**config.mk**
```make
export PLATFORM = sky130hd
export DESIGN_NAME = axi_wr_master
export DESIGN_NICKNAME = d
export VERILOG_FILES = /design/src/axi_wr_pkg.sv /design/src/apb_wr_regs.sv /design/src/axi_wr_master.sv /design/src/axi_wr_request_channel.sv /design/src/axi_wr_response_channel.sv /design/src/skid_buffer.sv
export SDC_FILE = /design/constraint.sdc
export NUM_CORES = 1
export LEC_CHECK = 0
export BUFFER_PORTS_ARGS = -buffer_cell sky130_fd_sc_hd__buf_2
export CORE_MARGIN = 2
export CORE_UTILIZATION = 40
export DETAILED_ROUTE_END_ITERATION = 12
export HOLD_SLACK_MARGIN = 0.05
export PLACE_DENSITY = 0.69
export SLEW_MARGIN = 5
export SYNTH_ARGS = -nofsm -noshare
export SYNTH_HDL_FRONTEND = slang
export SYNTH_HIERARCHICAL = 1
export SYNTH_SLANG_ARGS = --single-unit
```
**constraint.sdc**
```tcl
create_clock -name clock -period 2.2 [get_ports clock]
set_input_delay 0.22 -clock clock [delete_from_list [all_inputs] [get_ports clock]]
set_output_delay 0.22 -clock clock [all_outputs]
set_load 0.02 [all_outputs]
```
**src/axi_wr_pkg.sv**
```systemverilog
// Shared widths, APB offsets and AXI channel types; AXI widths are fixed here for a 32-bit bus
package axi_wr_pkg;

    // --------------------
    // Bus widths

    localparam int addr_w     = 32;
    localparam int data_w     = 32;
    localparam int strb_w     = data_w / 8;
    localparam int bresp_w    = 2;
    localparam int count_w    = 8;
    localparam int apb_addr_w = 4;

    // --------------------
    // APB register offsets, byte addressed

    localparam logic [apb_addr_w-1:0] reg_addr   = 4'h0;
    localparam logic [apb_addr_w-1:0] reg_data   = 4'h4;
    localparam logic [apb_addr_w-1:0] reg_ctrl   = 4'h8;
    localparam logic [apb_addr_w-1:0] reg_status = 4'hC;

    // AXI4 write response codes, in the order the spec encodes them
    typedef enum logic [bresp_w-1:0] {
        okay   = 2'b00,
        exokay = 2'b01,
        slverr = 2'b10,
        decerr = 2'b11
    } bresp_t;

    // --------------------
    // Channel payloads

    // One write command as programmed over APB
    typedef struct packed {
        logic [addr_w-1:0] addr;
        logic [data_w-1:0] data;
        logic [strb_w-1:0] strb;
    } wr_cmd_t;

    typedef struct packed {
        logic [addr_w-1:0] awaddr;
    } axi_aw_t;

    typedef struct packed {
        logic [data_w-1:0] wdata;
        logic [strb_w-1:0] wstrb;
        logic              wlast;
    } axi_w_t;

    // Fields of the STATUS register before they are packed into the APB word
    typedef struct packed {
        logic               busy;
        logic               done;
        bresp_t             bresp;
        logic [count_w-1:0] count;
    } wr_status_t;

endpackage

```
**src/apb_wr_regs.sv**
```systemverilog
// APB slave with no wait states; STATUS is read-only, start is dropped while a write is in flight
`timescale 1ns/100ps

module apb_wr_regs (
    input  logic                             clock,
    input  logic                             rst_n,

    // APB slave
    input  logic                             psel,
    input  logic                             penable,
    input  logic                             pwrite,
    input  logic [axi_wr_pkg::apb_addr_w-1:0] paddr,
    input  logic [axi_wr_pkg::data_w-1:0]    pwdata,
    output logic [axi_wr_pkg::data_w-1:0]    prdata,
    output logic                             pready,
    output logic                             pslverr,

    // Command toward the channels
    output axi_wr_pkg::wr_cmd_t              cmd,
    output logic                             start,
    input  logic                             req_busy,
    input  logic                             resp_busy,

    // Response from the response channel
    input  logic                             sys_valid,
    input  axi_wr_pkg::bresp_t               sys_resp,
    output logic                             sys_ready
);

    import axi_wr_pkg::*;

    logic [addr_w-1:0]  addr_q;
    logic [data_w-1:0]  data_q;
    logic [strb_w-1:0]  strb_q;

    logic               done_q;
    bresp_t             bresp_q;
    logic [count_w-1:0] count_q;

    wr_status_t         status;
    logic [data_w-1:0]  status_word;

    logic               access;
    logic               wr_en;
    logic               mapped;
    logic               busy;
    logic               start_req;

    // --------------------
    // APB decode

    // Access phase is the second cycle of a transfer
    assign access  = psel & penable;
    assign wr_en   = access & pwrite;
    assign mapped  = (paddr == reg_addr) || (paddr == reg_data) ||
                     (paddr == reg_ctrl) || (paddr == reg_status);
    assign pready  = 1'b1;
    assign pslverr = access & ~mapped;

    // A write in flight on either channel blocks a new start
    assign busy      = req_busy | resp_busy;
    assign start_req = wr_en & (paddr == reg_ctrl) & pwdata[0] & ~busy;

    // The response is always taken as soon as it shows up
    assign sys_ready = sys_valid;

    // --------------------
    // Register writes

    always_ff @(posedge clock) begin
        if (!rst_n) begin
            addr_q  <= '0;
            data_q  <= '0;
            strb_q  <= '0;
            start   <= 1'b0;
            done_q  <= 1'b0;
            bresp_q <= okay;
            count_q <= '0;
        end else begin
            if (wr_en && paddr == reg_addr) begin
                addr_q <= pwdata;
            end
            if (wr_en && paddr == reg_data) begin
                data_q <= pwdata;
            end
            if (wr_en && paddr == reg_ctrl) begin
                strb_q <= pwdata[7:4];
            end

            // Start is a one-cycle pulse after the accepted CTRL write
            start <= start_req;

            // Done is sticky until the next start is accepted
            if (start_req) begin
                done_q <= 1'b0;
            end else if (sys_valid && sys_ready) begin
                done_q  <= 1'b1;
                bresp_q <= sys_resp;
                count_q <= count_q + 1'b1;
            end
        end
    end

    assign cmd.addr = addr_q;
    assign cmd.data = data_q;
    assign cmd.strb = strb_q;

    // --------------------
    // Read data

    // busy is live so software never sees a stale idle state
    assign status.busy  = busy;
    assign status.done  = done_q;
    assign status.bresp = bresp_q;
    assign status.count = count_q;

    assign status_word = {{(data_w - 16){1'b0}}, status.count, 4'b0000,
                          status.bresp, status.done, status.busy};

    always_comb begin
        case (paddr)
            reg_addr:   prdata = addr_q;
            reg_data:   prdata = data_q;
            // Start bit is write-only and reads back as zero
            reg_ctrl:   prdata = {{(data_w - 8){1'b0}}, strb_q, 4'b0000};
            reg_status: prdata = status_word;
            default:    prdata = '0;
        endcase
    end

endmodule

```
**src/axi_wr_master.sv**
```systemverilog
// Single-beat AXI4 write master under APB control; one write in flight, no IDs or bursts
`timescale 1ns/100ps

module axi_wr_master (
    input  logic                             clock,
    input  logic                             rst_n,

    // APB slave
    input  logic                             psel,
    input  logic                             penable,
    input  logic                             pwrite,
    input  logic [axi_wr_pkg::apb_addr_w-1:0] paddr,
    input  logic [axi_wr_pkg::data_w-1:0]    pwdata,
    output logic [axi_wr_pkg::data_w-1:0]    prdata,
    output logic                             pready,
    output logic                             pslverr,

    // AXI write address channel
    output axi_wr_pkg::axi_aw_t              aw,
    output logic                             awvalid,
    input  logic                             awready,

    // AXI write data channel
    output axi_wr_pkg::axi_w_t               w,
    output logic                             wvalid,
    input  logic                             wready,

    // AXI write response channel
    input  axi_wr_pkg::bresp_t               bresp,
    input  logic                             bvalid,
    output logic                             bready
);

    import axi_wr_pkg::*;

    // --------------------
    // Internal nets

    wr_cmd_t cmd;
    logic    start;
    logic    req_busy;
    logic    resp_busy;
    logic    sys_valid;
    logic    sys_ready;
    bresp_t  sys_resp;

    // Register block owns the command and gathers the status
    apb_wr_regs u_regs (
        .clock     (clock),
        .rst_n     (rst_n),
        .psel      (psel),
        .penable   (penable),
        .pwrite    (pwrite),
        .paddr     (paddr),
        .pwdata    (pwdata),
        .prdata    (prdata),
        .pready    (pready),
        .pslverr   (pslverr),
        .cmd       (cmd),
        .start     (start),
        .req_busy  (req_busy),
        .resp_busy (resp_busy),
        .sys_valid (sys_valid),
        .sys_resp  (sys_resp),
        .sys_ready (sys_ready)
    );

    // AW and W share the start pulse but finish on their own
    axi_wr_request_channel u_req (
        .clock    (clock),
        .rst_n    (rst_n),
        .start    (start),
        .cmd      (cmd),
        .aw       (aw),
        .awvalid  (awvalid),
        .awready  (awready),
        .w        (w),
        .wvalid   (wvalid),
        .wready   (wready),
        .req_busy (req_busy)
    );

    // The same start arms the B receiver
    axi_wr_response_channel u_resp (
        .clock     (clock),
        .rst_n     (rst_n),
        .start     (start),
        .resp_busy (resp_busy),
        .bresp     (bresp),
        .bvalid    (bvalid),
        .bready    (bready),
        .sys_valid (sys_valid),
        .sys_ready (sys_ready),
        .sys_resp  (sys_resp)
    );

endmodule

```
**src/axi_wr_request_channel.sv**
```systemverilog
// Single-beat AW and W driver; a start while a beat is still pending is assumed not to happen
`timescale 1ns/100ps

module axi_wr_request_channel (
    input  logic                 clock,
    input  logic                 rst_n,

    // Command from the register block
    input  logic                 start,
    input  axi_wr_pkg::wr_cmd_t  cmd,

    // AXI write address channel
    output axi_wr_pkg::axi_aw_t  aw,
    output logic                 awvalid,
    input  logic                 awready,

    // AXI write data channel
    output axi_wr_pkg::axi_w_t   w,
    output logic                 wvalid,
    input  logic                 wready,

    output logic                 req_busy
);

    import axi_wr_pkg::*;

    // Copy of the command taken at start, so APB writes during the
    // transfer cannot disturb the values on the bus
    wr_cmd_t cmd_q;

    // One pending flag per channel, since AW and W complete independently
    logic    aw_pend;
    logic    w_pend;

    logic    aw_fire;
    logic    w_fire;

    // --------------------
    // Handshakes

    assign aw_fire = aw_pend & awready;
    assign w_fire  = w_pend & wready;

    // --------------------
    // Pending flags

    always_ff @(posedge clock) begin
        if (!rst_n) begin
            aw_pend <= 1'b0;
            w_pend  <= 1'b0;
        end else begin
            // Start sets both, each handshake clears only its own flag
            if (start) begin
                aw_pend <= 1'b1;
            end else if (aw_fire) begin
                aw_pend <= 1'b0;
            end

            if (start) begin
                w_pend <= 1'b1;
            end else if (w_fire) begin
                w_pend <= 1'b0;
            end
        end
    end

    // Command latch carries no reset because it is only seen while a valid is high
    always_ff @(posedge clock) begin
        if (start) begin
            cmd_q <= cmd;
        end
    end

    // --------------------
    // Channel outputs

    // Valids come from flops so they rise the cycle after start
    assign awvalid  = aw_pend;
    assign wvalid   = w_pend;

    assign aw.awaddr = cmd_q.addr;

    assign w.wdata  = cmd_q.data;
    assign w.wstrb  = cmd_q.strb;
    // Every transfer is one beat, so the only beat is also the last
    assign w.wlast  = 1'b1;

    // Busy until both channels have handed off their beat
    assign req_busy = aw_pend | w_pend;

endmodule

```
**src/axi_wr_response_channel.sv**
```systemverilog
// Armed B-channel receiver; exactly one response is handed to the system side per start
`timescale 1ns/100ps

module axi_wr_response_channel (
    input  logic                clock,
    input  logic                rst_n,

    // Control side
    input  logic                start,
    output logic                resp_busy,

    // AXI write response channel
    input  axi_wr_pkg::bresp_t  bresp,
    input  logic                bvalid,
    output logic                bready,

    // System side
    output logic                sys_valid,
    input  logic                sys_ready,
    output axi_wr_pkg::bresp_t  sys_resp
);

    import axi_wr_pkg::*;

    // Set by start, held until the system side takes one response
    logic               armed;

    // Skid buffer ports, before gating by the armed flag
    logic               buf_s_valid;
    logic               buf_s_ready;
    logic               buf_m_valid;
    logic               buf_m_ready;
    logic [bresp_w-1:0] buf_m_data;

    logic               consume;

    // --------------------
    // Gating toward AXI and toward the system

    // While idle both sides of the buffer look disconnected, so a stray
    // bvalid is neither accepted nor passed on
    assign buf_s_valid = bvalid & armed;
    assign bready      = buf_s_ready & armed;

    assign sys_valid   = buf_m_valid & armed;
    assign buf_m_ready = sys_ready & armed;

    assign sys_resp    = bresp_t'(buf_m_data);

    skid_buffer #(
        .word_width (bresp_w)
    ) u_resp_buf (
        .clock      (clock),
        .rst_n      (rst_n),
        .s_valid    (buf_s_valid),
        .s_ready    (buf_s_ready),
        .s_data     (bresp),
        .m_valid    (buf_m_valid),
        .m_ready    (buf_m_ready),
        .m_data     (buf_m_data)
    );

    // --------------------
    // Transaction state

    // One response read out on the system side ends the transaction
    assign consume = sys_valid & sys_ready;

    always_ff @(posedge clock) begin
        if (!rst_n) begin
            armed <= 1'b0;
        end else if (start) begin
            armed <= 1'b1;
        end else if (consume) begin
            armed <= 1'b0;
        end
    end

    assign resp_busy = armed;

endmodule

```
**src/skid_buffer.sv**
```systemverilog
// Two-entry valid/ready buffer; s_ready comes straight from a flop, and payload flops have no reset
`timescale 1ns/100ps

module skid_buffer #(
    parameter int word_width = 2
) (
    input  logic                  clock,
    input  logic                  rst_n,

    // Upstream side
    input  logic                  s_valid,
    output logic                  s_ready,
    input  logic [word_width-1:0] s_data,

    // Downstream side
    output logic                  m_valid,
    input  logic                  m_ready,
    output logic [word_width-1:0] m_data
);

    // Main entry drives the output, skid entry catches a word that
    // arrives while the main entry is stalled
    logic                  main_valid;
    logic [word_width-1:0] main_data;
    logic                  skid_valid;
    logic [word_width-1:0] skid_data;

    logic                  in_fire;
    logic                  main_load;

    // --------------------
    // Handshake terms

    // Room exists while the skid entry is empty, so ready is a flop output
    assign s_ready   = ~skid_valid;
    assign in_fire   = s_valid & s_ready;

    // The main entry can take a new word when it is empty or draining
    assign main_load = ~main_valid | m_ready;

    assign m_valid   = main_valid;
    assign m_data    = main_data;

    // --------------------
    // Occupancy

    always_ff @(posedge clock) begin
        if (!rst_n) begin
            main_valid <= 1'b0;
            skid_valid <= 1'b0;
        end else if (main_load) begin
            // The skid word moves up first, else the incoming word goes straight in
            main_valid <= skid_valid | in_fire;
            skid_valid <= 1'b0;
        end else if (in_fire) begin
            // Output is stalled, so park the new word in the skid entry
            skid_valid <= 1'b1;
        end
    end

    // --------------------
    // Payload

    always_ff @(posedge clock) begin
        if (main_load) begin
            main_data <= skid_valid ? skid_data : s_data;
        end
        // skid only captures when main is held full
        if (!main_load && in_fire) begin
            skid_data <= s_data;
        end
    end

endmodule

```
==> results.ini <==
[route]
wl_um=15500
first_pass_iters=5
drt-wirelength-per-cell_um=16.5
drc_errors=0
num_vias=4800
antenna_left=0
drt_iter0_markers=561
vias_per_cell=5.11

[timing]
clock_skew_ns=0.00713
setup_viol_count_final=0
fmax_mhz=528
rsz0062_at_grt=no
finalSetupTns_ns=0
hold_viol_final=0
post-route-min-period_ns=1.89
fin_ws_ns=0.307
max_slew_margin=0.626
tightestPinTransition_ns=0.561
fin_crit_sh=0.861
drv_slew=0

[cells_and_area]
nFillCells=1286
finalNetCount=789
area_growth_pct=28.3
drive_gt1_frac=0.283
antenna_cells=0
finalInstanceArea_um2=7760
final_cell_count_no_fill=939

[critical_path]
cp_max_fo=13
worstSetupPathType=flip-flop to flip-flop
critical_path_arrival_ns=2.19
worst_setup_path_start_kind=flip-flop
crit_path_end_kind=flip-flop
cp.required_ns=2.50

[clock_network]
h-tree-depth=4
numCtsBuffers=17
insertion_delay_ns=0.42
clock-sinks=157
clockBufferDepth=2
cts.repair.resized=0
ctsRootBufferMaster=clkbuf_16
cts_setup_buffers=0
cts_tree=yes
clk_pin_slew_worst_paths_ns=0.06

[logic_synthesis]
synth_edf_count=72
syn-num-nets=620
ys_warn_count=6
synthCells=573
seq_area_frac_synth=0.639
ys_seq_elements=157
ys_types=43
synthFlopType=dfxtp_1
synthArstFlopShare=0
avgSynthCellArea_um2=10.6
synth_area_um2=6050

[global_route]
grt_overflow=0
globalRouteTotalUtil=0.191
grt_pass1_vias=4585
grt_busiest_layer=met2
antenna_found_initial=0
grt_pass1_wl_um=23800
globalRouteMet2Util=0.313
use_met3=0.0561
grt_max_degree=47
met1_usage=0.242

[power]
peakVddDrop_uv=472
powerDensity_nw_per_um2=768
leakage_nw=2.74

[run_status]
status=completed

[placement]
place_area_um2=6990
portBuffers=149
dp_slack_ns=0.312
hpwl_um=10700
dp.cells=885
place.gp.congestion=0.828

[floorplan]
io_pins=152
die_area_um2=16100
die_h_um=127
initial_utilization=0.413
coreArea_um2=14600
num_rows=44
die_x_um=127

[worst_hold_path]
hold_class=input pin to flip-flop

[run]
cap_violations=0

critical path: stages, from the launching register on:
cell,delay [ns]
dfxtp_1,0.32
or2_1,0.23
or3b_2,0.51
o31ai_4,0.45
xor2_1,0.20
nor2_1,0.05
cell type report:
| cell class | instances | area (um^2) | share of cell area |
|---|---|---|---|
| Sequential cell | 157 | 3870 | 0.499 |
| Clock inverter | 12 | 96.3 | 0.0124 |
| Timing Repair Buffer | 187 | 1100 | 0.142 |
| Clock buffer | 20 | 447 | 0.0576 |
| Multi-Input combinational cell | 374 | 2000 | 0.258 |
| Inverter | 5 | 18.8 | 0.00242 |
| Tap cell | 184 | 230 | 0.0297 |
synthesized netlist by cell type, types with 2 or more instances:
library cell	instances	area (um^2)
edfxtp_1	72	2160
and2_2	4	30.0
o31ai_1	3	22.5
mux2i_1	36	360
nand3_1	10	50.1
nor3_4	2	32.5
buf_4	3	22.5
or2_2	2	12.5
buf_2	13	65.1
o21a_1	2	15.0
o21ai_0	4	20.0
dfxtp_1	85	1700
and3_1	2	12.5
mux2_2	2	22.5
or4_1	3	22.5
nor2b_4	2	27.5
clkbuf_1	19	71.3
or3_1	4	25.0
o21ai_1	4	20.0
nor2_1	55	206
a21oi_1	86	430
conb_1	2	7.51
nand4_1	2	12.5
nand2_1	131	492
inv_1	5	18.8
nor3_1	2	10.0
or2_1	2	12.5
per-layer routing:
metal  part of all wire  vias up
li1                   -     2300
met1               0.43     2269
met2               0.48      202
met3              0.073       29
met4              0.015        0
met5                  0        -
worst paths after layout:
check | end | slack (ns) | cells after the start | start
worst min-delay path | u_regs/data_q[22]$_SDFFE_PN0P_ | 0.07 | 3 | pwdata[22]
worst max-delay path | u_regs/count_q[0]$_SDFFE_PN0P_ | 0.31 | 5 | u_req/awvalid$_SDFFE_PN0P_
worst min register to register | u_req/w[32]$_DFFE_PP_ | 0.46 | 0 | u_regs/data_q[27]$_SDFFE_PN0P_
worst max register to register | u_regs/count_q[0]$_SDFFE_PN0P_ | 0.31 | 5 | u_req/awvalid$_SDFFE_PN0P_
logic make-up after synthesis:
logic type,after synthesis,synth area share
muxes,38,0.0633
AOI/OAI and AO/OA,102,0.0898
adders and majority gates,1,0.00207
xor gates and xnor gates,1,0.00145
buffers and inverters,42,0.0319
other,2,0.00124
and+or+nand+nor,230,0.171
DFF,157,0.639
timing repair:
action / CTS / global route
hold endpoints to repair: 26 / 1
hold buffers: 21 / 1
endpoints found under the setup margin: 0 / 0
sequential cells by signal, indices dropped and copies added, names as in the netlist, 2 cells and up:
| signal | flops |
|---|---|
| u_resp/u_resp_buf/m_data | 2 |
| u_regs/bresp_q | 2 |
| u_regs/count_q | 8 |
| u_regs/addr_q | 32 |
| u_req/w | 36 |
| u_resp/u_resp_buf/skid_data | 2 |
| u_regs/strb_q | 4 |
| u_req/aw | 32 |
| u_regs/data_q | 32 |
cells in the final DEF, fill, tap and decap left out, drive strengths merged, types with 2 or more instances in the layout:
master and count:
a21oi 86, and2 5, and3 2, buf 165
clkbuf 20, clkinv 5, clkinvlp 5, conb 2
dfxtp 85, dlygate4sd3 22, edfxtp 72, inv 6
mux2 2, mux2i 36, nand2 131, nand3 11
nand4 2, nor2 55, nor2b 3, nor3 5
nor3b 2, o21a 2, o21ai 8, o31ai 4
or2 4, or3 4, or4 3
power breakdown:
part           switching, W  internal, W
registers        0.00000562      0.00304
logic              0.000131    0.0000931
clock network       0.00112      0.00157
total               0.00126      0.00470
per-stage QoR:
| stage | utilization | hold slack [ns] | total power [W] |
|---|---|---|---|
| after detailed placement | 0.478 | 0.424 | 0.00330 |
| after global routing | 0.530 | 0.0530 | 0.00614 |
| after global placement | 0.478 | 0.415 | 0.00329 |
| after floorplan | - | 0.319 | 0.00321 |
| final | 0.530 | 0.0660 | 0.00596 |
| after CTS | 0.529 | 0.0505 | 0.00600 |
(Power assumes the default switching activity.)
